## src/common/rx_macros.svh

```systemverilog
// widths, word address map, latency and reset values of the rx endpoint
// addresses are word addresses and the data memory latency must be at least 1
`ifndef RX_MACROS_SVH
`define RX_MACROS_SVH

`define RX_DATA_WIDTH      32
`define RX_MASK_WIDTH      (`RX_DATA_WIDTH / 8)
`define RX_ADDR_WIDTH      16
`define RX_DMEM_WORDS      256
`define RX_DMEM_ADDR_WIDTH 8
`define RX_PC_WIDTH        6
`define RX_X_WIDTH         4
`define RX_Y_WIDTH         4

// control space starts at bit 13, register index in the bits below
`define RX_CSR_BASE        16'h2000
`define RX_DMEM_LAT        2

`define RX_FREEZE_INIT     1
`define RX_TGO_X_INIT      0
`define RX_TGO_Y_INIT      1
`define RX_PC_INIT         0
`define RX_INVALID_DATA    32'hdeadbeef

`endif

```

## src/common/rx_types_pkg.sv

```systemverilog
// vector types with a meaning on the rx endpoint
// widths come from the macro header
`include "rx_macros.svh"

package rx_types_pkg;

  // network payload
  typedef logic [`RX_DATA_WIDTH-1:0] data_t;
  typedef logic [`RX_ADDR_WIDTH-1:0] addr_t;
  typedef logic [`RX_MASK_WIDTH-1:0] mask_t;

  // local storage indices
  typedef logic [`RX_DMEM_ADDR_WIDTH-1:0] dmem_addr_t;
  typedef logic [`RX_PC_WIDTH-1:0] pc_t;

  // tile coordinates
  typedef logic [`RX_X_WIDTH-1:0] coord_x_t;
  typedef logic [`RX_Y_WIDTH-1:0] coord_y_t;

endpackage

```

## src/design/icache_store.sv

```systemverilog
// instruction array, written from the network side only
// fetch read is asynchronous, so a write is visible the cycle after its edge
`include "rx_macros.svh"

module icache_store (
  input  logic                 clk_i,
  input  logic                 we_i,
  input  rx_types_pkg::pc_t    wpc_i,
  input  rx_types_pkg::data_t  winstr_i,
  input  rx_types_pkg::pc_t    fetch_pc_i,
  output rx_types_pkg::data_t  fetch_instr_o
);

  localparam int ENTRIES = 2 ** `RX_PC_WIDTH;

  rx_types_pkg::data_t instr_mem [ENTRIES];

  always_ff @(posedge clk_i) begin
    if (we_i) begin
      instr_mem[wpc_i] <= winstr_i;
    end
  end

  // core side fetch
  assign fetch_instr_o = instr_mem[fetch_pc_i];

endmodule

```

## config.mk

```make
export PLATFORM = sky130hd
export DESIGN_NAME = icache_store
export DESIGN_NICKNAME = d
export VERILOG_FILES = /design/src/common/rx_types_pkg.sv /design/src/design/icache_store.sv
export VERILOG_INCLUDE_DIRS = /design/src /design/src/common
export SDC_FILE = /design/constraint.sdc
export NUM_CORES = 2
export LEC_CHECK = 0
export ABC_CLOCK_PERIOD_IN_PS = 4000
export BUFFER_PORTS_ARGS = -buffer_cell sky130_fd_sc_hd__buf_2
export CORE_MARGIN = 2
export CORE_UTILIZATION = 35
export DETAILED_ROUTE_END_ITERATION = 16
export GPL_ROUTABILITY_DRIVEN = 0
export PLACE_DENSITY = 0.54
export SYNTH_ARGS = -nofsm -noshare
export SYNTH_HDL_FRONTEND = slang
export SYNTH_SLANG_ARGS = --single-unit
```

## constraint.sdc

```tcl
create_clock -name clk_i -period 4 [get_ports clk_i]
set_clock_uncertainty 0.2 [all_clocks]
set_input_delay 0.8 -clock clk_i [delete_from_list [all_inputs] [get_ports clk_i]]
set_output_delay 0.8 -clock clk_i [all_outputs]
set_load 0.05 [all_outputs]
```

==> impl_metrics.env <==
export IMPL_max_slew_margin_rel=0.169
export IMPL_violations="setup timing"
export IMPL_worstSetupPathType="in2out"
export IMPL_cts_tree="yes"
export IMPL_yosysTopAreaCellShare=0.790
export IMPL_port_buffers=77
export IMPL_placed_area_sq_mm=0.0860
export IMPL_area_delta_synth_final_pct=20.8
export IMPL_core_area_sq_mm=0.222
export IMPL_clockBufferDepth=3
export IMPL_powerDensity_mw_per_mm2=484
export IMPL_grt_pass1_wl_microns=300000
export IMPL_drt_pass1_iter_count=9
export IMPL_yosysTopAreaCell="edfxtp_1"
export IMPL_synthCells=3292
export IMPL_synth_nets=3338
export IMPL_wirelength_microns=215000
export IMPL_ys_types=33
export IMPL_finalPower_mw=45.5
export IMPL_cts_sinks=2048
export IMPL_async_flop_share=0
export IMPL_grt_antenna_before_repair=21
export IMPL_period_needed_ps=4010
export IMPL_path_max_fanout=14
export IMPL_drive_gt1_frac=0.374
export IMPL_synth_yosys_seq_area_share=0.790
export IMPL_rows=173
export IMPL_utilization=0.424
export IMPL_hold_path_class="in2reg"
export IMPL_top_regs="instr_mem (2048)"
export IMPL_start_util=0.351
export IMPL_synth_flop_cell="edfxtp_1"
export IMPL_cts_root_buf="clkbuf_16"
export IMPL_critPathLaunchType="input pin"
export IMPL_end_kind="primary output"
export IMPL_via_per_inst=5.42
export IMPL_die_y_microns=476
export IMPL_overflow=0
export IMPL_setup_tns_ps=-8.97
export IMPL_setup_ws_ps=-8.97
export IMPL_rsz0062_at_grt="yes"
export IMPL_num_vias=37900
export IMPL_synth_edf_count=2048
export IMPL_clock_fmax_mhz=249
export IMPL_cts_max_level=4
export IMPL_largest_register_ffs=2048
export IMPL_track_usage=0.191
export IMPL_die_width_microns=476
export IMPL_drc=0
export IMPL_required_ps=3000
export IMPL_yosys_warnings=0
export IMPL_largest_register="instr_mem"
export IMPL_final_area_sq_mm=0.0940
export IMPL_ant_nets=0
export IMPL_dieArea_sq_mm=0.226
export IMPL_synth_seq_cells=2048
export IMPL_worstMarginPinSlew_ps=1250
export IMPL_setup_violations=1
export IMPL_status="finished, violations left"
export IMPL_dp_slack_ps=-466
export IMPL_hold_viol=0
export IMPL_routedWlPerCell_microns=30.7
export IMPL_final_cell_mix="edfxtp_1, mux4_2, buf_4, clkbuf_16, buf_12"
export IMPL_fin_crit_sh=1.00
export IMPL_dp_hpwl_microns=125000
export IMPL_total_leakage_power_nw=29.6
export IMPL_grt_max_degree=65
export IMPL_clkTransAtPathRegs_ps=60
export IMPL_peakVddDrop_mv=0.367
export IMPL_syn_area_per_cell_sq_um=23.7
export IMPL_mostFrequentLayoutCell="edfxtp_1"
export IMPL_yosys_top_cells_area="edfxtp_1, mux4_2, mux2i_1"
export IMPL_grt_pass1_vias=38600
export IMPL_first_iter_violations=4266
export IMPL_cts_hold_buf=0
export IMPL_drv_slew=0
export IMPL_cts_made_buffers=204
export IMPL_cp_arrival_ps=3010
export IMPL_fin_nets=3894
export IMPL_n_fill_cell=19100
export IMPL_io_pins=78
export IMPL_max_cap_violations=0
export IMPL_syn_area_sq_mm=0.0779
==> per-stage QoR <==
stage          hold slack (ps)  std cells
2_1_floorplan              699       3292
3_3_place_gp              1070       6561
3_5_place_dp              1090       6561
4_1_cts                    169       6975
5_1_grt                    235       6995
6_report                   237       6999
==> path summary, 6_finish.rpt <==
| path | start | endpoint | slack [ps] | depth (start not counted) |
|---|---|---|---|---|
| max | fetch_pc_i[0] | fetch_instr_o[23] | -9 | 10 |
| min | winstr_i[14] | instr_mem[47][14]$_DFFE_PP_ | 240 | 1 |
==> area by class of cell <==
type                            count  area [sq um]  area share
Clock inverter                    118          1140      0.0121
Multi-Input combinational cell   1062         16400       0.175
Clock buffer                      253          5350      0.0569
Sequential cell                  2048         61500       0.654
Tap cell                         2975          3720      0.0396
Antenna cell                       11          27.5    0.000293
Timing Repair Buffer              532          5860      0.0623
==> report_power, final <==
group	internal, mW	switching, mW	leakage [nW]
Clock	10.8	7.97	3.18
Sequential	23.8	0.0295	18.4
Combinational	1.26	1.70	7.99
Total	35.8	9.70	29.6
==> critical path, cell delays in order <==
cell	delay, ps
buf_16	170
buf_16	190
buf_12	130
mux4_2	490
mux4_2	510
o22ai_2	180
buf_6	150
nor2_1	50
buf_4	150
buf_6	150
==> cell usage after synthesis (all sizes together) (4+ instances only) <==
master,instances
mux4,544
o32ai,4
clkbuf,74
a41o,4
nand2b,8
nand3,5
nor3,7
nand2,26
nand3b,5
or3b,5
a21oi,62
o22ai,84
a22oi,12
edfxtp,2048
and3,4
mux2i,93
buf,108
nor2b,15
o221ai,27
a311oi,8
nor2,137
==> what timing repair did <==
item	in CTS	in global routing
endpoints found under the setup margin	32	29
setup buffers	35	12
gates resized for setup	122	52
pin swaps	6	5
gates cloned	8	1
==> logic make-up (layout without fill, tap and decap cells) <==
group | count (synthesis) | in the layout | share of synthesized area
AO/OA/AOI/OAI | 202 | 202 | 0.0169
multiplexers | 637 | 637 | 0.169
buffers and inverters | 182 | 903 | 0.0114
other | 0 | 11 | 0
flip-flops | 2048 | 2048 | 0.790
AND/OR/NAND/NOR | 223 | 223 | 0.0128
==> routing by layer <==
metal,GRT usage,vias to the layer above,part of all wire
li1,-,15300,-
met1,0.270,20900,0.43
met2,0.304,1388,0.48
met3,0.0296,278,0.064
met4,0.0582,8,0.026
met5,0,-,0.00021
Power figures use the tool's default switching activity.
