[src/common/rx_macros.svh]
// widths, word address map, latency and reset values of the rx endpoint
// addresses are word addresses and the data memory latency must be at least 1
`ifndef RX_MACROS_SVH
`define RX_MACROS_SVH

`define RX_DATA_WIDTH      32
`define RX_MASK_WIDTH      (`RX_DATA_WIDTH / 8)
`define RX_ADDR_WIDTH      16
`define RX_DMEM_WORDS      256
`define RX_DMEM_ADDR_WIDTH 8
`define RX_PC_WIDTH        6
`define RX_X_WIDTH         4
`define RX_Y_WIDTH         4

// control space starts at bit 13, register index in the bits below
`define RX_CSR_BASE        16'h2000
`define RX_DMEM_LAT        2

`define RX_FREEZE_INIT     1
`define RX_TGO_X_INIT      0
`define RX_TGO_Y_INIT      1
`define RX_PC_INIT         0
`define RX_INVALID_DATA    32'hdeadbeef

`endif

[src/common/rx_ctrl_pkg.sv]
// encodings for address regions, csr index, controller state and response source
// csr_idx_e follows the word offset inside control space

package rx_ctrl_pkg;

  typedef enum logic [1:0] {
    REG_DMEM,
    REG_ICACHE,
    REG_CSR,
    REG_INVALID
  } region_e;

  typedef enum logic [1:0] {
    CSR_FREEZE,
    CSR_TGO_X,
    CSR_TGO_Y,
    CSR_PC_INIT
  } csr_idx_e;

  typedef enum logic {
    ST_IDLE,
    ST_DMEM_WAIT
  } rx_state_e;

  typedef enum logic [2:0] {
    RS_NONE,
    RS_ZERO,
    RS_DMEM,
    RS_CSR,
    RS_INVALID
  } resp_sel_e;

endpackage

[src/design/rx_fsm.sv]
// one request at a time; non memory requests are acked in the first valid cycle
// data memory requests wait for the timer, then ack and strobe the bank together
`include "rx_macros.svh"

module rx_fsm (
  input  logic                    clk_i,
  input  logic                    reset_i,
  input  logic                    v_i,
  input  logic                    w_i,
  input  rx_ctrl_pkg::region_e    region_i,
  input  logic                    timer_done_i,
  output logic                    yumi_o,
  output logic                    timer_start_o,
  output logic                    csr_we_o,
  output logic                    dmem_v_o,
  output logic                    dmem_w_o,
  output logic                    icache_we_o,
  output rx_ctrl_pkg::resp_sel_e  resp_sel_o
);

  rx_ctrl_pkg::rx_state_e state_r;
  rx_ctrl_pkg::rx_state_e state_n;

  always_ff @(posedge clk_i) begin
    if (reset_i) begin
      state_r <= rx_ctrl_pkg::ST_IDLE;
    end else begin
      state_r <= state_n;
    end
  end

  always_comb begin
    state_n       = state_r;
    yumi_o        = 1'b0;
    timer_start_o = 1'b0;
    csr_we_o      = 1'b0;
    dmem_v_o      = 1'b0;
    dmem_w_o      = 1'b0;
    icache_we_o   = 1'b0;
    resp_sel_o    = rx_ctrl_pkg::RS_NONE;

    case (state_r)
      rx_ctrl_pkg::ST_IDLE: begin
        if (v_i) begin
          case (region_i)
            rx_ctrl_pkg::REG_DMEM: begin
              timer_start_o = 1'b1;
              state_n       = rx_ctrl_pkg::ST_DMEM_WAIT;
            end
            rx_ctrl_pkg::REG_ICACHE: begin
              yumi_o      = 1'b1;
              icache_we_o = w_i;
              // instruction store is write only
              resp_sel_o  = w_i ? rx_ctrl_pkg::RS_ZERO : rx_ctrl_pkg::RS_INVALID;
            end
            rx_ctrl_pkg::REG_CSR: begin
              yumi_o     = 1'b1;
              csr_we_o   = w_i;
              resp_sel_o = w_i ? rx_ctrl_pkg::RS_ZERO : rx_ctrl_pkg::RS_CSR;
            end
            default: begin
              yumi_o     = 1'b1;
              resp_sel_o = rx_ctrl_pkg::RS_INVALID;
            end
          endcase
        end
      end

      rx_ctrl_pkg::ST_DMEM_WAIT: begin
        // request fields are still held by the requester here
        if (timer_done_i) begin
          yumi_o     = 1'b1;
          dmem_v_o   = 1'b1;
          dmem_w_o   = w_i;
          resp_sel_o = w_i ? rx_ctrl_pkg::RS_ZERO : rx_ctrl_pkg::RS_DMEM;
          state_n    = rx_ctrl_pkg::ST_IDLE;
        end
      end

      default: state_n = rx_ctrl_pkg::ST_IDLE;
    endcase
  end

  a_yumi_needs_valid: assert property (
    @(posedge clk_i) disable iff (reset_i) yumi_o |-> v_i
  ) else $error("yumi without valid request");

  // requester holds valid until it is taken
  a_valid_held: assert property (
    @(posedge clk_i) disable iff (reset_i) (v_i && !yumi_o) |=> v_i
  ) else $error("valid dropped before yumi");

endmodule

[config.mk]
export PLATFORM = sky130hd
export DESIGN_NAME = rx_fsm
export DESIGN_NICKNAME = d
export VERILOG_FILES = /design/src/common/rx_ctrl_pkg.sv /design/src/design/rx_fsm.sv
export VERILOG_INCLUDE_DIRS = /design/src /design/src/common
export SDC_FILE = /design/constraint.sdc
export NUM_CORES = 1
export LEC_CHECK = 0
export ABC_AREA = 1
export BUFFER_PORTS_ARGS = -buffer_cell sky130_fd_sc_hd__buf_4
export CAP_MARGIN = 20
export CORE_AREA = 10 10 47 49
export CTS_BUF_LIST = sky130_fd_sc_hd__clkbuf_8 sky130_fd_sc_hd__clkbuf_16
export CTS_CLUSTER_DIAMETER = 100
export CTS_CLUSTER_SIZE = 8
export DETAILED_ROUTE_END_ITERATION = 6
export DIE_AREA = 0 0 57 59
export HOLD_SLACK_MARGIN = 0.06
export PLACE_DENSITY = 0.45
export SLEW_MARGIN = 20
export SYNTH_ARGS = -nofsm -noshare
export SYNTH_HDL_FRONTEND = slang
export SYNTH_SLANG_ARGS = --single-unit
[constraint.sdc]
create_clock -name clk_i -period 0.8 [get_ports clk_i]
set_input_delay 0.12 -clock clk_i [delete_from_list [all_inputs] [get_ports clk_i]]
set_output_delay 0.12 -clock clk_i [all_outputs]
set_load 0.01 [all_outputs]
==> flow_summary.yaml <==
sta:
  tns_ns: -0.535
  max_freq_mhz: 1120
  holdWs_ns: 0.264
  worst_pin_slew_ns: 0.155
  fin_crit_sh: 1.12
  rsz0062_at_grt: "true"
  setup_slack_ns: -0.0963
  slew_headroom: 0.896
  report.final.slew_viol_count: 0
  clock_skew_ns: 0
  layout_min_cycle_time_ns: 0.896
  setup_viol: 8
  hold_viol_final: 0
final_layout:
  top_regs: "state_r (1)"
  nets: 59
  largest_reg_flops: 1
  final_layout_size_suffix_gt1_frac: 0.680
  max_flop_register: "state_r"
  final_area_um2: 378
  areaGrowthSynthToFinish_pct: 152
  diodes: 0
synth:
  synth.area.top_cells: "inv_1, nand2_1, nor2_1"
  syn_inst: 31
  synth_top_area_share: 0.225
  yosysTopAreaCell: "inv_1"
  ys_types: 10
  synth_flop_cell: "dfxtp_1"
  yosys-top-cells-count: "inv_1, nand2_1, nor2_1"
  synth_edf_count: 0
  async_flop_share: 0
  yosysMostFrequentCell: "inv_1"
  synth_fp_nets: 38
  ys_warn_count: 0
  ys_seq_area_frac: 0.133
  syn-cell-area_um2: 150
  ys_ff_latch: 1
  synth_area_per_cell_um2: 4.84
clocking:
  path_clk_slew_ns: 0
  clk-insertion-delay-late_ns: 0
route:
  viasPerCell: 3.67
  wl_per_cell_um: 9.67
  drc: 0
  first_pass_iters: 1
  ant_nets: 0
  drt-initial-drc-count: 0
  vias: 242
  wirelength_um: 638
floorplanning:
  die_x_um: 57
  die_h_um: 59
  io_pins: 16
  fp-row-count: 14
  core_area_mm2: 0.00140
  dieArea_mm2: 0.00336
  start_util: 0.107
worst_setup_path:
  critPathMaxFanout: 5
  startpoint_type: "input pin"
  setup.worst_path.class: "input pin to output pin"
  crit_required_ns: 0.68
  r2r_cells: 3
  cp-end-kind: "output pin"
  arrival_ns: 0.78
placed_design:
  dpl_cell_area_um2: 322
  io_buffers: 15
  dpl.hpwl_um: 578
  gp_congestion: 0.783
grt:
  grt_pass1_vias: 280
  grtUsageTotal: 0.0358
  grt_pass1_wl_um: 1060
  grt_max_degree: 6
  grt-ovfl-total: 0
  antenna_found_initial: 0
pwr:
  power.leakage_nw: 0.204
  peakVddDrop_mv: 0.296
  p_per_area_mw_per_mm2: 554
job:
  drv_cap: 0
worst_hold_path:
  hold_class: "input pin to flip-flop"
  holdPathStages: 2
run_status:
  status: "complete, but fails checks"
  violations: "setup timing"
## worst max-delay path: stages
cell and delay, ns:
buf_6 0.07, clkinvlp_4 0.15, nor2_4 0.14, nand3_2 0.10, nand2_1 0.09, buf_6 0.10
## cell families (layout without fill, tap and decap cells)
family,Yosys count,after routing,synth area share
simple gates,19,19,0.575
compound gates,2,2,0.0666
buf+inv,9,28,0.225
flops,1,1,0.133
## power breakdown
group          switching, W  internal (W)  leakage, nW
logic             0.0000747     0.0000798        0.196
registers        0.00000387     0.0000510      0.00890
clock network             0             0            0
total             0.0000786      0.000131        0.204
## layout make-up
cell class	instances	area, um^2
Inverter	9	40.0
Fill cell	163	1020
Tap cell	16	20.0
Timing Repair Buffer	19	158
Multi-Input combinational cell	21	136
Sequential cell	1	23.8
## layout by cell type (no fill, tap or decap)
master and n:
nor2_2 2, inv_2 2, nand2_4 1, a21oi_1 1, buf_4 15, clkinvlp_4 1, nor2_4 2, nand3_1 1
nor3_2 2, o21ai_1 1, nand2_1 4, nand2_2 2, inv_4 1, nand3_2 1, buf_6 4, nand4_1 1
inv_1 5, nor2_1 3, dfxtp_4 1
## what timing repair did
item	CTS	global route
pin swaps	4	6
buffers inserted	1	0
resized for setup	13	4
hold buffers	0	0
endpoints found under the setup margin	8	10
## through the flow
| stage | utilization | power, W | setup WS (ns) | cells |
|---|---|---|---|---|
| floorplan | - | 0.000109 | -0.00567 | 31 |
| global placement | 0.229 | 0.000185 | -0.161 | 65 |
| detailed placement | 0.229 | 0.000185 | -0.162 | 65 |
| CTS | 0.265 | 0.000208 | -0.121 | 66 |
| global route | 0.270 | 0.000226 | -0.147 | 66 |
| finish | 0.270 | 0.000209 | -0.0963 | 66 |
## per-layer routing
metal	vias to the layer above	track usage	part of all wire
li1	133	-	-
met4	0	0	0
met3	0	0.0150	0.099
met1	99	0.0377	0.41
met5	-	0	0
met2	10	0.0682	0.49
## final timing paths
| path | from | endpoint | slack, ns |
|---|---|---|---|
| worst min-delay path | reset_i | state_r | 0.26 |
| worst max-delay path | w_i | resp_sel_o[0] | -0.1 |
| worst min register to register | state_r | state_r | 0.51 |
| worst max register to register | state_r | state_r | 0.05 |
No activity file was read; power rests on OpenSTA's default activity.
