==> src/common/rx_macros.svh <==
// widths, word address map, latency and reset values of the rx endpoint
// addresses are word addresses and the data memory latency must be at least 1
`ifndef RX_MACROS_SVH
`define RX_MACROS_SVH

`define RX_DATA_WIDTH      32
`define RX_MASK_WIDTH      (`RX_DATA_WIDTH / 8)
`define RX_ADDR_WIDTH      16
`define RX_DMEM_WORDS      256
`define RX_DMEM_ADDR_WIDTH 8
`define RX_PC_WIDTH        6
`define RX_X_WIDTH         4
`define RX_Y_WIDTH         4

// control space starts at bit 13, register index in the bits below
`define RX_CSR_BASE        16'h2000
`define RX_DMEM_LAT        2

`define RX_FREEZE_INIT     1
`define RX_TGO_X_INIT      0
`define RX_TGO_Y_INIT      1
`define RX_PC_INIT         0
`define RX_INVALID_DATA    32'hdeadbeef

`endif

==> src/common/rx_types_pkg.sv <==
// vector types with a meaning on the rx endpoint
// widths come from the macro header
`include "rx_macros.svh"

package rx_types_pkg;

  // network payload
  typedef logic [`RX_DATA_WIDTH-1:0] data_t;
  typedef logic [`RX_ADDR_WIDTH-1:0] addr_t;
  typedef logic [`RX_MASK_WIDTH-1:0] mask_t;

  // local storage indices
  typedef logic [`RX_DMEM_ADDR_WIDTH-1:0] dmem_addr_t;
  typedef logic [`RX_PC_WIDTH-1:0] pc_t;

  // tile coordinates
  typedef logic [`RX_X_WIDTH-1:0] coord_x_t;
  typedef logic [`RX_Y_WIDTH-1:0] coord_y_t;

endpackage

==> src/common/rx_ctrl_pkg.sv <==
// encodings for address regions, csr index, controller state and response source
// csr_idx_e follows the word offset inside control space

package rx_ctrl_pkg;

  typedef enum logic [1:0] {
    REG_DMEM,
    REG_ICACHE,
    REG_CSR,
    REG_INVALID
  } region_e;

  typedef enum logic [1:0] {
    CSR_FREEZE,
    CSR_TGO_X,
    CSR_TGO_Y,
    CSR_PC_INIT
  } csr_idx_e;

  typedef enum logic {
    ST_IDLE,
    ST_DMEM_WAIT
  } rx_state_e;

  typedef enum logic [2:0] {
    RS_NONE,
    RS_ZERO,
    RS_DMEM,
    RS_CSR,
    RS_INVALID
  } resp_sel_e;

endpackage

==> src/design/csr_regs.sv <==
// freeze, tgo_x, tgo_y and pc_init registers, written one at a time
// pc_init is written from data bit 2 up and read back shifted left by two
`include "rx_macros.svh"

module csr_regs (
  input  logic                     clk_i,
  input  logic                     reset_i,
  input  logic                     we_i,
  input  rx_ctrl_pkg::csr_idx_e    idx_i,
  input  rx_types_pkg::data_t      wdata_i,
  output rx_types_pkg::data_t      rdata_o,
  output logic                     freeze_o,
  output rx_types_pkg::coord_x_t   tgo_x_o,
  output rx_types_pkg::coord_y_t   tgo_y_o,
  output rx_types_pkg::pc_t        pc_init_val_o
);

  logic                   freeze_r;
  rx_types_pkg::coord_x_t tgo_x_r;
  rx_types_pkg::coord_y_t tgo_y_r;
  rx_types_pkg::pc_t      pc_init_r;

  always_ff @(posedge clk_i) begin
    if (reset_i) begin
      freeze_r  <= 1'(`RX_FREEZE_INIT);
      tgo_x_r   <= `RX_X_WIDTH'(`RX_TGO_X_INIT);
      tgo_y_r   <= `RX_Y_WIDTH'(`RX_TGO_Y_INIT);
      pc_init_r <= `RX_PC_WIDTH'(`RX_PC_INIT);
    end else if (we_i) begin
      case (idx_i)
        rx_ctrl_pkg::CSR_FREEZE:  freeze_r  <= wdata_i[0];
        rx_ctrl_pkg::CSR_TGO_X:   tgo_x_r   <= wdata_i[`RX_X_WIDTH-1:0];
        rx_ctrl_pkg::CSR_TGO_Y:   tgo_y_r   <= wdata_i[`RX_Y_WIDTH-1:0];
        rx_ctrl_pkg::CSR_PC_INIT: pc_init_r <= wdata_i[2 +: `RX_PC_WIDTH];
        default: ;
      endcase
    end
  end

  // read word, zero extended
  always_comb begin
    rdata_o = '0;
    case (idx_i)
      rx_ctrl_pkg::CSR_FREEZE:  rdata_o[0] = freeze_r;
      rx_ctrl_pkg::CSR_TGO_X:   rdata_o[`RX_X_WIDTH-1:0] = tgo_x_r;
      rx_ctrl_pkg::CSR_TGO_Y:   rdata_o[`RX_Y_WIDTH-1:0] = tgo_y_r;
      rx_ctrl_pkg::CSR_PC_INIT: rdata_o[2 +: `RX_PC_WIDTH] = pc_init_r;
      default: ;
    endcase
  end

  assign freeze_o      = freeze_r;
  assign tgo_x_o       = tgo_x_r;
  assign tgo_y_o       = tgo_y_r;
  assign pc_init_val_o = pc_init_r;

endmodule

==> config.mk <==
export PLATFORM = sky130hd
export DESIGN_NAME = csr_regs
export DESIGN_NICKNAME = d
export VERILOG_FILES = /design/src/common/rx_types_pkg.sv /design/src/common/rx_ctrl_pkg.sv /design/src/design/csr_regs.sv
export VERILOG_INCLUDE_DIRS = /design/src /design/src/common
export SDC_FILE = /design/constraint.sdc
export NUM_CORES = 1
export LEC_CHECK = 0
export BUFFER_PORTS_ARGS = -buffer_cell sky130_fd_sc_hd__buf_4
export CORE_MARGIN = 1
export CORE_UTILIZATION = 30
export CTS_CLUSTER_SIZE = 40
export DETAILED_ROUTE_END_ITERATION = 12
export GPL_TIMING_DRIVEN = 0
export PLACE_DENSITY_LB_ADDON = 0.08
export SYNTH_ARGS = -nofsm -noshare
export SYNTH_HDL_FRONTEND = slang
export SYNTH_SLANG_ARGS = --single-unit
==> constraint.sdc <==
create_clock -name clk_i -period 1.15 [get_ports clk_i]
set_input_delay 0.0575 -clock clk_i [delete_from_list [all_inputs] [get_ports clk_i]]
set_output_delay 0.0575 -clock clk_i [all_outputs]
set_load 0.05 [all_outputs]
==> reports/qor.yml <==
global_route:
  gr-usage-met3: 0.04762
  globalRouteMet1Util: 0.1612
  grt_max_degree: 11
  top_usage_layer: "met2"
  grt_usage: 0.1352
  gr-total-overflow: 0
  antenna_found_initial: 0
  grt_pass1_vias: 800
  grt_pass1_wl_um: 3588
  grtUsageMet2: 0.2190
status:
  status: "complete, but fails checks"
  violations: "negative setup slack"
sta:
  rsz0062_at_grt: "yes"
  period_share: 1.185
  period_needed_ns: 1.363
  fmax_mhz: 733.6
  drv_slew: 0
  skew_ns: 0
  finalHoldViolCount: 0
  worst_slack_ns: -0.2132
  setup_violations: 3
  tns_ns: -0.5974
power:
  ir_drop_mv: 0.5915
  p_leak_nw: 0.7652
  cellPowerDensity_nw_per_um2: 930.3
place:
  pre_cts_slack_ns: -0.2093
  placedCellCount: 211
  dp_hpwl_um: 1787
  io_buffers: 34
  post_dp_cell_area_um2: 1454
  gp_congestion: 0.7372
critical_path:
  slowest_stage: "a222oi_1"
  worstPathCellList: "a222oi_1 -> nor2_4 -> buf_6"
  slowest_delay_ns: 0.44
  critPathKind: "register to primary output"
  crit_fanout: 3
  crit_arrival_ns: 1.31
  crit_path_start_kind: "register"
  endpoint_kind: "primary output"
  worstPathRequired_ns: 1.09
detailed_routing:
  initialDrtViolationCount: 36
  via_count: 915
  drc: 0
  first_pass_iters: 4
  drt-total-wl_um: 2396
  vias_per_cell: 4.159
  postRouteAntennaNets: 0
  wl_per_cell_um: 10.89
yosys:
  synth-adder-area-share: 0.06203
  ys_types: 18
  synthCells: 110
  synth_mux_area_frac: 0
  synth_top_family_by_area: "compound AO/OA/AOI/OAI gates"
  yosys_warnings: 0
  yosys.area_share.simple: 0.1067
  synth_area_um2: 1008
  syn_area_per_cell_um2: 9.168
  synth_xor_area_frac: 0
  synth_seq_cells: 15
  synth_compound_area_frac: 0.2804
  synth_seq_area_share: 0.2978
clock_network:
  numCtsBuffers: 3
  clk_latency_ns: 0.28
  root_buffer: "clkbuf_4"
  htreeDepth: 1
  cts.path.max_buffers: 2
  path_clk_slew_ns: 0.10
  cts.sinks: 15
  cts_tree: "built"
layout:
  final_util: 0.4936
  fill_cells: 328
  antenna-diode-count: 0
  design_area_um2: 1544
  final_cell_mix: "buf_4, conb_1, nand3_1, a21bo_1"
  layout.cells.most_common: "buf_4"
  nets: 219
  final_cells: 220
  area_delta_synth_final_pct: 53.10
  layout-drive-gt1-share: 0.5625
floorplan:
  num_rows: 20
  fp.dieH_um: 59.98
  die_area_um2: 3598
  io-pin-count: 84
  initial_core_util: 0.3224
  coreArea_um2: 3128
  die_width_um: 59.98
job:
  cap_violations: 0
hold_path:
  min_path_type: "input port to register"
==> state kept, by name (all words and copies together), names as in the netlist <==
signal         flops
tgo_y_o            4
freeze_o           1
tgo_x_o            4
pc_init_val_o      6
==> critical path: cells and delay by family, from the launching register on <==
kind                   cells  cell delay [ns]
flip-flops                 1             0.35
buffers and inverters      1             0.16
AO/OA/AOI/OAI              1             0.44
AND/OR/NAND/NOR            1             0.06
==> path summary, 6_finish.rpt <==
kind / to / cells past startpoint / start / slack (ns)
setup / recovery: rdata_o[3] / 3 / tgo_y_o[3] / -0.21
hold / removal: pc_init_val_o[3] / 3 / wdata_i[5] / 0.01
setup reg to reg: freeze_o / 3 / freeze_o / 0.19
hold reg to reg: tgo_x_o[0] / 2 / tgo_x_o[0] / 0.59
==> cell families after synthesis <==
group | Yosys count
AOI/OAI and AO/OA | 34
DFF | 15
and+or+nand+nor | 21
adders and majority gates | 5
buffers and inverters | 34
other | 1
==> synthesized netlist by cell type <==
cell / count / share of area
ha_1: 5 / 0.062
nand3_1: 13 / 0.065
a21oi_1: 11 / 0.055
dfxtp_1: 15 / 0.30
a21oi_2: 2 / 0.017
a222oi_1: 3 / 0.030
conb_1: 1 / 0.0037
a22oi_1: 1 / 0.0074
a21boi_2: 2 / 0.022
nor2b_1: 1 / 0.0062
inv_1: 2 / 0.0074
buf_6: 3 / 0.033
and2_1: 4 / 0.025
buf_4: 26 / 0.19
a311o_1: 2 / 0.020
buf_2: 3 / 0.015
nor2_1: 3 / 0.011
a21bo_1: 13 / 0.13
==> metrics by stage <==
step	power [W]	hold WS (ns)
detailed placement	0.001113	0.2754
CTS	0.001447	0.009393
floorplan	0.001006	0.1192
finish	0.001436	0.01173
global route	0.001507	0.003165
global placement	0.001111	0.2796
==> routing by layer <==
metal  up-vias  wire length, µm
met2        42             1071
met3         4              207
li1        468                -
met5         -                0
met4         0               31
met1       401             1085
==> timing repair <==
action / in CTS / in global routing
setup endpoints to repair: 4 / 4
hold buffers: 1 / 0
resized for setup: 4 / 2
pin swaps: 3 / 4
endpoints found under the hold margin: 3 / 0
gates cloned: 0 / 0
buffers inserted: 3 / 1
==> layout make-up <==
class | instances | area [µm²] | share of cell area
inverter | 2 | 7.507 | 0.004862
sequential | 15 | 314.1 | 0.2034
multi-input combinational | 84 | 585.6 | 0.3793
tap | 44 | 55.05 | 0.03566
clock inverter | 1 | 5.005 | 0.003241
buffer | 32 | 244.0 | 0.1580
timing repair buffer | 39 | 310.3 | 0.2010
clock buffer | 3 | 22.52 | 0.01459
==> report_power, final <==
group / internal [W] / switching (W) / leakage [nW]
clock network: 0.000129 / 0.000190 / 0.0177
registers: 0.000541 / 0.0000128 / 0.125
logic: 0.000188 / 0.000376 / 0.622
total: 0.000858 / 0.000578 / 0.765
Note: power is estimated with default switching activity, not from simulation.
