`src/common/rx_macros.svh`:
```
// widths, word address map, latency and reset values of the rx endpoint
// addresses are word addresses and the data memory latency must be at least 1
`ifndef RX_MACROS_SVH
`define RX_MACROS_SVH

`define RX_DATA_WIDTH      32
`define RX_MASK_WIDTH      (`RX_DATA_WIDTH / 8)
`define RX_ADDR_WIDTH      16
`define RX_DMEM_WORDS      256
`define RX_DMEM_ADDR_WIDTH 8
`define RX_PC_WIDTH        6
`define RX_X_WIDTH         4
`define RX_Y_WIDTH         4

// control space starts at bit 13, register index in the bits below
`define RX_CSR_BASE        16'h2000
`define RX_DMEM_LAT        2

`define RX_FREEZE_INIT     1
`define RX_TGO_X_INIT      0
`define RX_TGO_Y_INIT      1
`define RX_PC_INIT         0
`define RX_INVALID_DATA    32'hdeadbeef

`endif

```
`src/common/rx_types_pkg.sv`:
```
// vector types with a meaning on the rx endpoint
// widths come from the macro header
`include "rx_macros.svh"

package rx_types_pkg;

  // network payload
  typedef logic [`RX_DATA_WIDTH-1:0] data_t;
  typedef logic [`RX_ADDR_WIDTH-1:0] addr_t;
  typedef logic [`RX_MASK_WIDTH-1:0] mask_t;

  // local storage indices
  typedef logic [`RX_DMEM_ADDR_WIDTH-1:0] dmem_addr_t;
  typedef logic [`RX_PC_WIDTH-1:0] pc_t;

  // tile coordinates
  typedef logic [`RX_X_WIDTH-1:0] coord_x_t;
  typedef logic [`RX_Y_WIDTH-1:0] coord_y_t;

endpackage

```
`src/common/rx_ctrl_pkg.sv`:
```
// encodings for address regions, csr index, controller state and response source
// csr_idx_e follows the word offset inside control space

package rx_ctrl_pkg;

  typedef enum logic [1:0] {
    REG_DMEM,
    REG_ICACHE,
    REG_CSR,
    REG_INVALID
  } region_e;

  typedef enum logic [1:0] {
    CSR_FREEZE,
    CSR_TGO_X,
    CSR_TGO_Y,
    CSR_PC_INIT
  } csr_idx_e;

  typedef enum logic {
    ST_IDLE,
    ST_DMEM_WAIT
  } rx_state_e;

  typedef enum logic [2:0] {
    RS_NONE,
    RS_ZERO,
    RS_DMEM,
    RS_CSR,
    RS_INVALID
  } resp_sel_e;

endpackage

```
`src/design/rx_response.sv`:
```
// response one cycle after the accepting edge, no back-pressure
// the csr word is captured at the same edge as the source
`include "rx_macros.svh"

module rx_response (
  input  logic                    clk_i,
  input  logic                    reset_i,
  input  rx_ctrl_pkg::resp_sel_e  sel_i,
  input  rx_types_pkg::data_t     csr_rdata_i,
  input  rx_types_pkg::data_t     dmem_rdata_i,
  output logic                    returning_v_o,
  output rx_types_pkg::data_t     returning_data_o
);

  rx_ctrl_pkg::resp_sel_e sel_r;
  rx_types_pkg::data_t    csr_rdata_r;

  always_ff @(posedge clk_i) begin
    if (reset_i) begin
      sel_r <= rx_ctrl_pkg::RS_NONE;
    end else begin
      sel_r <= sel_i;
    end
  end

  always_ff @(posedge clk_i) begin
    csr_rdata_r <= csr_rdata_i;
  end

  assign returning_v_o = (sel_r != rx_ctrl_pkg::RS_NONE);

  always_comb begin
    case (sel_r)
      rx_ctrl_pkg::RS_DMEM:    returning_data_o = dmem_rdata_i;
      rx_ctrl_pkg::RS_CSR:     returning_data_o = csr_rdata_r;
      rx_ctrl_pkg::RS_INVALID: returning_data_o = `RX_INVALID_DATA;
      default:                 returning_data_o = '0;
    endcase
  end

endmodule

```
`config.mk`:
```
export PLATFORM = sky130hd
export DESIGN_NAME = rx_response
export DESIGN_NICKNAME = d
export VERILOG_FILES = /design/src/common/rx_types_pkg.sv /design/src/common/rx_ctrl_pkg.sv /design/src/design/rx_response.sv
export VERILOG_INCLUDE_DIRS = /design/src /design/src/common
export SDC_FILE = /design/constraint.sdc
export NUM_CORES = 1
export LEC_CHECK = 0
export ABC_AREA = 1
export BUFFER_PORTS_ARGS = -buffer_cell sky130_fd_sc_hd__buf_2
export CELL_PAD_IN_SITES_DETAIL_PLACEMENT = 1
export CELL_PAD_IN_SITES_GLOBAL_PLACEMENT = 1
export CORE_MARGIN = 2
export CORE_UTILIZATION = 29
export DETAILED_ROUTE_END_ITERATION = 10
export HOLD_SLACK_MARGIN = 0.06
export PLACE_DENSITY = 0.87
export RECOVER_POWER = 100
export SYNTH_ARGS = -nofsm -noshare
export SYNTH_HDL_FRONTEND = slang
export SYNTH_SLANG_ARGS = --single-unit
```
`constraint.sdc`:
```
create_clock -name clk_i -period 2.5 [get_ports clk_i]
set_clock_uncertainty 0.05 [all_clocks]
set_input_delay 0.375 -clock clk_i [delete_from_list [all_inputs] [get_ports clk_i]]
set_output_delay 0.375 -clock clk_i [all_outputs]
set_load 0.05 [all_outputs]
```
==> report_table.html <==
<table>
<tr><th>Metric</th><th>Value</th></tr>
<tr><th colspan="2">Routing</th></tr>
<tr><td>Number of vias in the routed layout</td><td>1599</td></tr>
<tr><td>Number of violations reported at the end of detailed-routing iteration 0</td><td>36</td></tr>
<tr><td>Drt pass-1 iters</td><td>4</td></tr>
<tr><td>Ratio of routed vias to standard cells</td><td>4.95</td></tr>
<tr><td>Post-detailed-route DRC marker count</td><td>0</td></tr>
<tr><td>Wire per inst</td><td>around 14 um</td></tr>
<tr><td>Antenna violation net count after detailed routing</td><td>0</td></tr>
<tr><td>Total wire length</td><td>approximately 4400 um</td></tr>
<tr><th colspan="2">Clock network</th></tr>
<tr><td>Buffer type at the clock tree root</td><td>clkbuf_8</td></tr>
<tr><td>Buffer count from post-CTS setup fixing</td><td>0</td></tr>
<tr><td>Clock transition at path regs</td><td>0.07 ns</td></tr>
<tr><td>Longest Clk Path Bufs</td><td>2</td></tr>
<tr><td>Resized Gates After CTS</td><td>0</td></tr>
<tr><td>Number of buffers created by CTS</td><td>5</td></tr>
<tr><td>TritonCTS clock tree</td><td>yes</td></tr>
<tr><td># clock sinks</td><td>35</td></tr>
<tr><td>H-tree lvl count</td><td>2</td></tr>
<tr><td>Hold bufs inserted after CTS</td><td>0</td></tr>
<tr><th colspan="2">Critical path</th></tr>
<tr><td>Kind of launch point of the worst setup path</td><td>flip-flop</td></tr>
<tr><td>Critical path type</td><td>reg2out</td></tr>
<tr><td>CP endpoint kind</td><td>output pin</td></tr>
<tr><td>Worst Path Required</td><td>2.08 ns</td></tr>
<tr><td>Critical Path AT</td><td>1.80 ns</td></tr>
<tr><td>Worst Path Max Fanout</td><td>27</td></tr>
<tr><th colspan="2">Timing</th></tr>
<tr><td>Pin slew with the least headroom to its limit</td><td>0.422 ns</td></tr>
<tr><td>Unrepaired setup endpoints after global routing</td><td>no</td></tr>
<tr><td>Time the final worst path needs with I/O delays and setup</td><td>approximately 2.2 ns</td></tr>
<tr><td>Total Neg Setup Slack</td><td>0 ns</td></tr>
<tr><td>Fin. Hold Viols</td><td>0</td></tr>
<tr><td>Max-slew violations</td><td>0</td></tr>
<tr><td>Worst relative slew slack</td><td>71.8%</td></tr>
<tr><td>Number of setup violations in the final report</td><td>0</td></tr>
<tr><td>Portion of the clock cycle consumed by the worst path in the final layout</td><td>89.1%</td></tr>
<tr><td>Highest Clock Rate</td><td>0.449 GHz</td></tr>
<tr><th colspan="2">Power and ir drop</th></tr>
<tr><td>Switching power of the nets</td><td>0.427 mW</td></tr>
<tr><td>Pwr per Cell Area</td><td>about 650 mW/mm^2</td></tr>
<tr><td>Share of total power consumed by net switching</td><td>between 30% and 40%</td></tr>
<tr><td>Max VDD drop</td><td>0.000399 V</td></tr>
<tr><td>Clock power share</td><td>30.0%</td></tr>
<tr><td>Leak pwr</td><td>between 1 and 1.5 nW</td></tr>
<tr><td>Final total power</td><td>between 1 and 1.5 mW</td></tr>
<tr><td>Sequential cell fraction of total power</td><td>45.5%</td></tr>
<tr><td>Combinational group share of total power</td><td>between 20 and 25%</td></tr>
<tr><td>Int Power</td><td>0.894 mW</td></tr>
<tr><th colspan="2">Global routing</th></tr>
<tr><td>GRT Util Overall</td><td>15.9%</td></tr>
<tr><td>Via count of the first global-routing pass</td><td>about 1.5k</td></tr>
<tr><td>Wire length of the first global-routing pass</td><td>6780 um</td></tr>
<tr><td>Antenna violations before repair</td><td>0</td></tr>
<tr><td>Maximum number of pins on one net before global-route repair</td><td>37</td></tr>
<tr><td>Gr ovfl total</td><td>0</td></tr>
<tr><th colspan="2">Yosys</th></tr>
<tr><td>Netlist area before placement</td><td>approximately 0.0014 mm^2</td></tr>
<tr><td>Yosys reg bits</td><td>35</td></tr>
<tr><td>Avg Synthesized Cell Area</td><td>8.84 um^2</td></tr>
<tr><td>Net count of the mapped netlist</td><td>roughly 230</td></tr>
<tr><td>Most area-consuming cells after synthesis</td><td>dfxtp_1 (49%), nand4_1 (24%), nand3_1 (8.7%)</td></tr>
<tr><td>Post-Synthesis Cells</td><td>163</td></tr>
<tr><td>Top cell type's share of synthesized area</td><td>between 40% and 50%</td></tr>
<tr><td>Cell accounting for the most synthesized area</td><td>dfxtp_1</td></tr>
<tr><td>Number of warnings reported in the yosys synthesis log</td><td>0</td></tr>
<tr><td>Number of distinct library cells after synthesis</td><td>14</td></tr>
<tr><td>Portion of the post-synthesis area used by sequential elements</td><td>48.6%</td></tr>
<tr><th colspan="2">Floorplanning</th></tr>
<tr><td>Area enclosed by the die boundary</td><td>0.00555 mm^2</td></tr>
<tr><td>Io pins</td><td>slightly above 100</td></tr>
<tr><td>Std-Cell Core Area</td><td>0.00475 mm^2</td></tr>
<tr><td>Initial core utilization</td><td>30.3%</td></tr>
<tr><td>Die span in x</td><td>74.5 um</td></tr>
<tr><td>Row count</td><td>25</td></tr>
<tr><td>Die outline height</td><td>around 75 um</td></tr>
<tr><th colspan="2">Outcome</th></tr>
<tr><td>Run status</td><td>finished, final reports clean</td></tr>
<tr><th colspan="2">Cells and area</th></tr>
<tr><td>Final net count</td><td>325</td></tr>
<tr><td>Count of inserted antenna diode cells</td><td>0</td></tr>
<tr><td>Area growth from synthesis to final layout</td><td>41.3%</td></tr>
<tr><td>Number of fill cells</td><td>619</td></tr>
<tr><td>Utilization after layout</td><td>around 43%</td></tr>
<tr><td>Fraction of layout cells with a size suffix above 1</td><td>45.7%</td></tr>
<tr><th colspan="2">Hold path</th></tr>
<tr><td>Hold crit path type</td><td>in2reg</td></tr>
<tr><td>Launch point of the worst hold path</td><td>csr_rdata_i[22]</td></tr>
<tr><td>End of the worst hold path</td><td>csr_rdata_r[22]$_DFF_P_</td></tr>
<tr><td>Cells on Worst Hold Path</td><td>1</td></tr>
<tr><th colspan="2">Place</th></tr>
<tr><td>Gpl congestion</td><td>0.725</td></tr>
<tr><td>Port buffer count</td><td>101</td></tr>
<tr><td>Detailed-placement wirelength estimate</td><td>3330 um</td></tr>
<tr><th colspan="2">Run</th></tr>
<tr><td>Max capacitance violation total</td><td>0</td></tr>
</table>
==> registers in the layout (all words and copies together), names as in the netlist <==
name	cells
sel_r	3
csr_rdata_r	32
==> layout by cell type (no fill, tap or decap) <==
master / instances
nand3_2: 1
inv_1: 12
clkbuf_8: 6
o21ai_1: 8
clkbuf_1: 1
buf_12: 1
buf_2: 70
nand3_1: 25
buf_4: 4
nor2_1: 3
inv_4: 1
dfxtp_2: 1
inv_2: 1
clkinv_2: 1
nand4_1: 56
dfxtp_1: 34
clkbuf_2: 30
nand3_4: 1
==> power by group through the flow <==
stage                     logic [mW]  registers (mW)  clock network (mW)
after CTS                      0.326           0.602               0.414
after floorplan                0.232           0.607                   0
after global placement         0.319           0.613                   0
after detailed placement       0.325           0.614                   0
after global routing           0.344           0.604               0.446
final                          0.323           0.601               0.397
==> through the flow <==
step	area, um^2	worst slack (ns)	hold slack [ns]	instances
2_1_floorplan	1440	0.678	0.353	163
3_3_place_gp	1950	0.629	0.428	316
3_5_place_dp	1950	0.563	0.429	316
4_1_cts	2040	0.248	0.137	323
5_1_grt	2040	0.126	0.126	323
6_report	2040	0.273	0.146	323
==> cells in the mapped netlist <==
master	n
nand4_1	56
dfxtp_1	35
nand3_1	25
inv_1	12
buf_2	9
o21ai_1	8
buf_4	6
buf_6	3
nor2_1	3
buf_1	2
inv_2	1
inv_4	1
nand3_2	1
nand3_4	1
==> area by class of cell <==
class	count	area, um^2	area share (%)
timing repair buffer	106	554	27.2
multi-input combinational	94	554	27.2
clock buffer	6	82.6	4.05
sequential	35	702	34.5
tap	67	83.8	4.12
inverter	14	55.1	2.70
clock inverter	1	5.00	0.246
==> worst max-delay path, stage by stage, from the launching register on <==
cell and delay [ns]:
dfxtp_1 0.31, buf_4 0.17, inv_4 0.24, nand3_4 0.30, nand3_1 0.20, clkbuf_2 0.29
==> routing by layer <==
metal  wire length, um  track usage (%)  vias up
met5                 0                0        -
met4                28             3.17        0
met1              1720             17.7      736
met2              2310             29.7       67
met3               365             4.88        5
li1                  -                -      791
==> cell families (layout without fill, tap and decap cells) <==
group / after synthesis / in the layout / share of synthesized area, %
simple gates: 86 / 86 / 35.7
flops: 35 / 35 / 48.6
compound gates: 8 / 8 / 2.78
buf+inv: 34 / 127 / 12.9
==> worst max-delay path by stage <==
| stage | startpoint | cells past startpoint | end | slack [ns] |
|---|---|---|---|---|
| 4_1_cts | sel_r[0]$_SDFF_PP0_ | 5 | returning_data_o[30] | 0.25 |
| 3_3_place_gp | sel_r[0]$_SDFF_PP0_ | 5 | returning_data_o[5] | 0.63 |
| 5_1_grt | sel_r[0]$_SDFF_PP0_ | 5 | returning_data_o[18] | 0.13 |
| 2_1_floorplan | sel_r[2]$_SDFF_PP0_ | 4 | returning_data_o[14] | 0.68 |
| 6_report | sel_r[0]$_SDFF_PP0_ | 5 | returning_data_o[30] | 0.27 |
| 3_5_place_dp | sel_r[0]$_SDFF_PP0_ | 5 | returning_data_o[30] | 0.56 |
Power figures use the tool's default switching activity.
