**src/common/rx_macros.svh**
```systemverilog
// widths, word address map, latency and reset values of the rx endpoint
// addresses are word addresses and the data memory latency must be at least 1
`ifndef RX_MACROS_SVH
`define RX_MACROS_SVH

`define RX_DATA_WIDTH      32
`define RX_MASK_WIDTH      (`RX_DATA_WIDTH / 8)
`define RX_ADDR_WIDTH      16
`define RX_DMEM_WORDS      256
`define RX_DMEM_ADDR_WIDTH 8
`define RX_PC_WIDTH        6
`define RX_X_WIDTH         4
`define RX_Y_WIDTH         4

// control space starts at bit 13, register index in the bits below
`define RX_CSR_BASE        16'h2000
`define RX_DMEM_LAT        2

`define RX_FREEZE_INIT     1
`define RX_TGO_X_INIT      0
`define RX_TGO_Y_INIT      1
`define RX_PC_INIT         0
`define RX_INVALID_DATA    32'hdeadbeef

`endif

```
**src/common/rx_types_pkg.sv**
```systemverilog
// vector types with a meaning on the rx endpoint
// widths come from the macro header
`include "rx_macros.svh"

package rx_types_pkg;

  // network payload
  typedef logic [`RX_DATA_WIDTH-1:0] data_t;
  typedef logic [`RX_ADDR_WIDTH-1:0] addr_t;
  typedef logic [`RX_MASK_WIDTH-1:0] mask_t;

  // local storage indices
  typedef logic [`RX_DMEM_ADDR_WIDTH-1:0] dmem_addr_t;
  typedef logic [`RX_PC_WIDTH-1:0] pc_t;

  // tile coordinates
  typedef logic [`RX_X_WIDTH-1:0] coord_x_t;
  typedef logic [`RX_Y_WIDTH-1:0] coord_y_t;

endpackage

```
**src/common/rx_ctrl_pkg.sv**
```systemverilog
// encodings for address regions, csr index, controller state and response source
// csr_idx_e follows the word offset inside control space

package rx_ctrl_pkg;

  typedef enum logic [1:0] {
    REG_DMEM,
    REG_ICACHE,
    REG_CSR,
    REG_INVALID
  } region_e;

  typedef enum logic [1:0] {
    CSR_FREEZE,
    CSR_TGO_X,
    CSR_TGO_Y,
    CSR_PC_INIT
  } csr_idx_e;

  typedef enum logic {
    ST_IDLE,
    ST_DMEM_WAIT
  } rx_state_e;

  typedef enum logic [2:0] {
    RS_NONE,
    RS_ZERO,
    RS_DMEM,
    RS_CSR,
    RS_INVALID
  } resp_sel_e;

endpackage

```
**src/design/rx_addr_decode.sv**
```systemverilog
// purely combinational, regions are one-hot bit tests with upper bits zero
// control space indices above 3 are reported as invalid
`include "rx_macros.svh"

module rx_addr_decode (
  input  rx_types_pkg::addr_t     addr_i,
  output rx_ctrl_pkg::region_e    region_o,
  output rx_ctrl_pkg::csr_idx_e   csr_idx_o
);

  localparam int CSR_BIT = $clog2(`RX_CSR_BASE);
  localparam int DMEM_BIT = `RX_DMEM_ADDR_WIDTH;
  localparam int ICACHE_BIT = `RX_PC_WIDTH;

  localparam rx_types_pkg::addr_t CSR_BASE = `RX_CSR_BASE;

  logic is_dmem;
  logic is_icache;
  logic is_csr_space;
  logic is_csr;

  assign is_dmem = addr_i[DMEM_BIT] & (addr_i[`RX_ADDR_WIDTH-1:DMEM_BIT+1] == '0);
  assign is_icache = addr_i[ICACHE_BIT] & (addr_i[`RX_ADDR_WIDTH-1:ICACHE_BIT+1] == '0);

  // bit 13 set, bits 15:14 clear
  assign is_csr_space = (addr_i[`RX_ADDR_WIDTH-1:CSR_BIT] == CSR_BASE[`RX_ADDR_WIDTH-1:CSR_BIT]);
  // only four registers exist
  assign is_csr = is_csr_space & (addr_i[CSR_BIT-1:2] == '0);

  assign csr_idx_o = rx_ctrl_pkg::csr_idx_e'(addr_i[1:0]);

  always_comb begin
    if (is_dmem) begin
      region_o = rx_ctrl_pkg::REG_DMEM;
    end else if (is_icache) begin
      region_o = rx_ctrl_pkg::REG_ICACHE;
    end else if (is_csr) begin
      region_o = rx_ctrl_pkg::REG_CSR;
    end else begin
      region_o = rx_ctrl_pkg::REG_INVALID;
    end
  end

endmodule

```
**config.mk**
```make
export PLATFORM = sky130hd
export DESIGN_NAME = rx_addr_decode
export DESIGN_NICKNAME = d
export VERILOG_FILES = /design/src/common/rx_types_pkg.sv /design/src/common/rx_ctrl_pkg.sv /design/src/design/rx_addr_decode.sv
export VERILOG_INCLUDE_DIRS = /design/src /design/src/common
export SDC_FILE = /design/constraint.sdc
export NUM_CORES = 1
export LEC_CHECK = 0
export BUFFER_PORTS_ARGS = -buffer_cell sky130_fd_sc_hd__buf_2
export CORE_AREA = 2 2 39 41
export DETAILED_ROUTE_END_ITERATION = 10
export DIE_AREA = 0 0 41 43
export GPL_TIMING_DRIVEN = 0
export SETUP_SLACK_MARGIN = 0.15
export SLEW_MARGIN = 20
export SYNTH_ARGS = -nofsm -noshare
export SYNTH_HDL_FRONTEND = slang
export SYNTH_SLANG_ARGS = --single-unit
export TNS_END_PERCENT = 10
```
**constraint.sdc**
```tcl
create_clock -name vclk -period 2.2
set_clock_uncertainty 0.15 [all_clocks]
set_input_delay 0.11 -clock vclk [all_inputs]
set_output_delay 0.11 -clock vclk [all_outputs]
set_load 0.1 [all_outputs]
```
==> parameters.txt, run 1 <==
Parameter                              Value

Run status
  Result of the run    completed

STA
  Setup repair after global routing missed its margin    no
  Final Hold Slack    ~450 ps
  Period utilization    between 70 and 80%
  Final count of hold timing violations    0
  Total negative slack    0 ps
  Setup violation total in the final timing report    0
  Headroom to the max-slew limit    67.8%
  Final critical delay including setup and external delays    about 1500 ps
  Fmax    approximately 0.65 GHz
  Final count of pins violating max slew    0
  Slew at the pin closest to its max-slew limit    between 400 and 500 ps

Pwr
  Maximum ir drop on the vdd rail    0.0391 mV
  Combinational share of power    100.0%
  Seq pwr share    0%
  Internal cell power    0.0147 mW
  Leakage power    0.0972 nW
  Switching share of power    between 60 and 70%
  Clk network pwr share    0%
  Net Sw Power    0.0225 mW
  Power Dens Cells    193 nW/um^2

Cells and area
  Area occupied by multi-input gates    around 60 um^2
  Sequential cell area    0 um^2
  Count of nets after finishing    between 40 and 50
  Clock buffer count    0
  Finished Layout Cells    47
  Syn-to-layout area delta    133%
  Number of sequential cells in the layout    0
  Number of inserted filler cells in the final layout    160
  N_diodes    0
  Layout cells sized above 1    67.7%

Drt
  Average wire per standard cell    around 6 um
  Total via count after detailed routing    151
  Remaining antenna violation count    0
  Total wire length    about 280 um
  Post-route DRC violation count    0
  Avg Vias per Cell    3.21
  Violation count after the first detailed-route iteration    0
  Detailed-router iteration count before antenna repair    1

Floorplan
  Area enclosed by the die boundary    1760 um^2
  Width of the die    approximately 41 um
  Vert. Die Dim    43 um
  Floorplan row count    14
  Placeable core region    roughly 1400 um^2
  Boundary Pins    20
  Starting density of the core    5.97%

Global route
  First-pass GRT wire length    around 370 um
  Vias in the first global route    109
  Overflow left after global routing    0
  Met3 Track Usage GR    0%
  GR Layer Usage met2    5.63%
  Maximum number of pins on one net before global-route repair    4
  Antenna violations before repair    0
  Grt met1 use    3.16%
  Global-route layer with the greatest usage    met2
  Global-route usage over all layers    2.80%

Clock tree
  Number of buffers added to fix hold violations after cts    0
  Number of instances resized during post-cts repair    0
  Number of buffers inserted by post-CTS setup repair    0

Yosys
  Post-synth net total    29
  Gate count of the mapped netlist    13
  Mean instance size in the synthesized netlist    6.35 um^2
  Part of the Yosys area used for sequential elements    0%
  Warnings from Yosys    0
  Number of library cell types mapped by synthesis    11
  Biggest area contributors in the synthesized netlist    sky130_fd_sc_hd__buf_4 (18%), sky130_fd_sc_hd__nor4_2 (15%), sky130_fd_sc_hd__or4b_1 (12%), sky130_fd_sc_hd__inv_1 (9.1%), sky130_fd_sc_hd__or4_1 (9.1%)
  Yosys top cell area share    18.2%
  Most common library cells after synthesis    sky130_fd_sc_hd__buf_4 (2), sky130_fd_sc_hd__inv_1 (2)
  Cell Area, Synth    between 80 and 90 um^2
  Most area-hungry cell type in the Yosys netlist    sky130_fd_sc_hd__buf_4

Worst setup path
  Sort of element at the start of the critical path    input pin
  Critical Path Sink Type    output port
  Arrival time at the worst endpoint    1290 ps
  Peak fanout along the critical path    1
  Worst Path Required    slightly below 2000 ps
  Critical setup path kind    in2out

Placement
  Last weighted congestion value of the routability-driven placer    0.490
  Number of cells after detailed placement    47
  # port buffers    18

Job
  Number of maximum-capacitance violations    0

Hold path
  Type of the tightest min-delay check    in2out
[critical path, stage by stage]
cell                      delay (ps)
sky130_fd_sc_hd__buf_2            90
sky130_fd_sc_hd__or4_1           530
sky130_fd_sc_hd__o22ai_1         160
sky130_fd_sc_hd__nand3_1          90
sky130_fd_sc_hd__buf_2           300
[metrics by stage]
step	setup slack (ps)	area, um^2	total power [mW]	utilization (%)
finish	654	193	0.0372	13.9
global route	550	193	0.0403	13.9
global placement	630	193	0.0372	13.9
floorplan	440	82.6	0.0223	-
detailed placement	626	193	0.0376	13.9
CTS	618	193	0.0376	13.9
[final cells by class]
type,instances,share of cell area [%]
Buffer,2,7.79
Inverter,2,3.90
Multi-Input combinational cell,9,31.2
Tap cell,16,10.4
Timing Repair Buffer,18,46.8
[layout by cell type (no fill, tap or decap), drive strengths merged]
cell type / count
nor2: 1
nand2: 1
or4b: 1
o22ai: 1
inv: 2
nor4: 1
or3: 1
or4: 1
a21oi: 1
buf: 20
nand3: 1
[metal layers]
layer	wire length, um	part of all wire, %
met5	0	0
met4	0	0
met3	32	11
met2	138	49
met1	111	39
[logic make-up (layout without fill, tap and decap cells)]
group	after synthesis	count (layout)	synth area share, %
simple gates	7	7	59.1
compound gates	2	2	13.6
buf+inv	4	22	27.3
[power groups by stage]
| stage | clock network, mW | registers, mW | logic, mW |
|---|---|---|---|
| 4_1_cts | 0 | 0 | 0.0376 |
| 6_report | 0 | 0 | 0.0372 |
| 3_5_place_dp | 0 | 0 | 0.0376 |
| 2_1_floorplan | 0 | 0 | 0.0223 |
| 5_1_grt | 0 | 0 | 0.0403 |
| 3_3_place_gp | 0 | 0 | 0.0372 |
[worst paths after layout]
path	from	to	slack, ps	depth (start not counted)
hold / removal	addr_i[1]	csr_idx_o[1]	450	2
setup / recovery	addr_i[3]	region_o[0]	650	5
(Power assumes the default switching activity.)
==> run 2, diff against run 1 <==
--- a/config.mk
+++ b/config.mk
@@ -6,6 +6,7 @@
 export SDC_FILE = /design/constraint.sdc
 export NUM_CORES = 1
 export LEC_CHECK = 0
+export ABC_AREA = 1
 export BUFFER_PORTS_ARGS = -buffer_cell sky130_fd_sc_hd__buf_2
 export CORE_AREA = 2 2 39 41
 export DETAILED_ROUTE_END_ITERATION = 10
==> constraint.sdc (replaced) <==
create_clock -name vclk -period 1.6
set_clock_uncertainty 0.15 [all_clocks]
set_input_delay 0.08 -clock vclk [all_inputs]
set_output_delay 0.08 -clock vclk [all_outputs]
set_load 0.1 [all_outputs]
==> parameters.txt, run 2 <==
Parameter                              Value

Worst setup path
  Crit path largest cell delay    430 ps (-100 ps)
  Arrival time at the worst endpoint    860 ps (-430 ps)
  Worst Path Required    1370 ps (-570 ps)
  Buffers and inverters on the worst path    2 (unchanged)
  Sort of element at the start of the critical path    input pin
  Cell with the biggest individual delay on the critical path    sky130_fd_sc_hd__buf_2
  Peak fanout along the critical path    4 (+3)
  Critical-path cell list    buf_2 -> nor2_1 -> nand2_1 -> nor2_1 -> a21oi_2 -> buf_2
  Critical setup path kind    in2out
  Kind of cell adding the most delay to the critical path    buffers and inverters
  Critical Path Sink Type    output port

Yosys
  Gate count of the mapped netlist    25 (+12)
  Number of library cell types mapped by synthesis    8 (-3)
  Mean instance size in the synthesized netlist    4.35 um^2 (-31%)
  Cell Area, Synth    109 um^2 (+32%)
  Post-synth net total    41 (+41%)
  Yosys top cell area share    37.9% (+20 points)
  Leading cell type by number of instances after synthesis    sky130_fd_sc_hd__nor2_1
  Part of the Yosys area used for sequential elements    0% (unchanged)
  Biggest area contributors in the synthesized netlist    sky130_fd_sc_hd__nor2_1 (38%), sky130_fd_sc_hd__nand2_1 (21%), sky130_fd_sc_hd__buf_4 (14%), sky130_fd_sc_hd__inv_1 (6.9%), sky130_fd_sc_hd__nor3b_1 (6.9%)
  Most area-hungry cell type in the Yosys netlist    sky130_fd_sc_hd__nor2_1
  Warnings from Yosys    0 (unchanged)
  Most common library cells after synthesis    sky130_fd_sc_hd__nor2_1 (11), sky130_fd_sc_hd__nand2_1 (6), sky130_fd_sc_hd__buf_4 (2), sky130_fd_sc_hd__inv_1 (2)

Drt
  Violation count after the first detailed-route iteration    0 (unchanged)
  Remaining antenna violation count    0 (unchanged)
  Average wire per standard cell    5.58 um (-7.1%)
  Detailed-router iteration count before antenna repair    1 (unchanged)
  Post-route DRC violation count    0 (unchanged)
  Total wire length    329 um (+17%)
  Avg Vias per Cell    3.27 (+1.8%)
  Total via count after detailed routing    193 (+28%)

Cells and area
  Count of nets after finishing    61 (+24%)
  Layout cells sized above 1    48.8% (-19 points)
  Final standard cell utilization of the core    16.1% (+2.2 points)
  Number of inserted filler cells in the final layout    158 (-1.3%)
  Clock buffer count    0 (unchanged)
  Number of sequential cells in the layout    0 (unchanged)
  Syn-to-layout area delta    105%
  Sequential cell area    0 um^2 (unchanged)
  Commonest non-fill, non-tap cell in the layout    sky130_fd_sc_hd__buf_2
  Total non-filler cell area in the finished layout    223 um^2 (+16%)
  N_diodes    0 (unchanged)
  Most used cells in the layout excluding fill and tap cells    sky130_fd_sc_hd__buf_2 (18), sky130_fd_sc_hd__nor2_1 (11), sky130_fd_sc_hd__nand2_1 (6), sky130_fd_sc_hd__inv_1 (2), sky130_fd_sc_hd__buf_4 (2)

STA
  Setup repair after global routing missed its margin    no
  Final count of pins violating max slew    0 (unchanged)
  Headroom to the max-slew limit    68.1% (+0.22 points)
  Setup ws final    507 ps (-147 ps)
  Slew at the pin closest to its max-slew limit    483 ps (-3.30 ps)
  Setup violation total in the final timing report    0 (unchanged)
  Total negative slack    0 ps (unchanged)
  Final count of hold timing violations    0 (unchanged)
  Fmax    between 0.9 and 1 GHz
  Period utilization    about two thirds
  Final critical delay including setup and external delays    1090 ps

Floorplan
  Starting density of the core    7.87% (+1.9 points)
  Floorplan row count    14 (unchanged)
  Area enclosed by the die boundary    1760 um^2 (unchanged)
  Vert. Die Dim    43 um (unchanged)
  Placeable core region    1380 um^2 (unchanged)
  Boundary Pins    20 (unchanged)
  Width of the die    41 um (unchanged)

Placement
  Last weighted congestion value of the routability-driven placer    0.524 (+6.9%)
  Post-detailed-placement cell area    223 um^2 (+16%)
  Detail Placement HPWL    320 um
  # port buffers    18 (unchanged)
  Worst slack after detailed placement    504 ps (-123 ps)

Global route
  Global-route usage over all layers    3.50% (+0.70 points)
  First-pass GRT wire length    462 um (+24%)
  Antenna violations before repair    0 (unchanged)
  Vias in the first global route    138 (+27%)
  Maximum number of pins on one net before global-route repair    5 (+1)
  Overflow left after global routing    0 (unchanged)

Pwr
  Power Dens Cells    252 nW/um^2 (+31%)
  Leakage power    0.114 nW (+17%)
  Total power draw    0.0562 mW (+51%)
  Maximum ir drop on the vdd rail    0.0517 mV (+32%)

Run status
  Result of the run    completed

Clock tree
  Number of buffers added to fix hold violations after cts    0 (unchanged)
  Number of instances resized during post-cts repair    0 (unchanged)
  Number of buffers inserted by post-CTS setup repair    0 (unchanged)

Job
  Number of maximum-capacitance violations    0 (unchanged)

Hold path
  Type of the tightest min-delay check    in2out
[run 2: cell types whose count changed after synthesis, sizes merged]
cell | previous run | this run
nor2 | 1 | 11
nor4 | 1 | 0
or3 | 1 | 0
or4b | 1 | 0
nand2 | 1 | 6
nor3b | 0 | 1
o22ai | 1 | 0
or4 | 1 | 0
o21ai | 0 | 1
[run 2: where the power goes]
part           switching [mW]  total [mW]  internal [mW]
logic                  0.0349      0.0562         0.0213
clock network               0           0              0
registers                   0           0              0
[run 2: metal layers]
metal	up-vias	routed length, um	share of wire (%)	GRT usage, %
met1	73	153	47	4.11
met2	9	144	44	6.88
met5	-	0	0	0
li1	111	-	-	-
met4	0	0	0	0
met3	0	31	9.4	0
[run 2: cell families (layout without fill, tap and decap cells)]
logic type | count (synthesis) | after routing | share of synthesized area (%)
and+or+nand+nor | 19 | 19 | 70.1
buffers and inverters | 4 | 22 | 20.7
AOI/OAI and AO/OA | 2 | 2 | 9.19
[run 2: layout make-up]
cell class	instances	area (um^2)	area share (%)
multi-input combinational	21	90.1	40.4
timing repair buffer	18	90.1	40.4
tap	16	20.0	8.99
buffer	2	15.0	6.74
inverter	2	7.51	3.37
[run 2: path summary, 6_finish.rpt]
| kind | from | end | slack (ps) | cells past startpoint |
|---|---|---|---|---|
| setup / recovery | addr_i[8] | region_o[0] | 510 | 6 |
| hold / removal | addr_i[1] | csr_idx_o[1] | 390 | 2 |
[run 2: metrics by stage]
step / hold slack [ps] / instances
6_report: 393 / 59
5_1_grt: 399 / 59
4_1_cts: 395 / 59
3_5_place_dp: 395 / 59
3_3_place_gp: 394 / 59
2_1_floorplan: 222 / 25
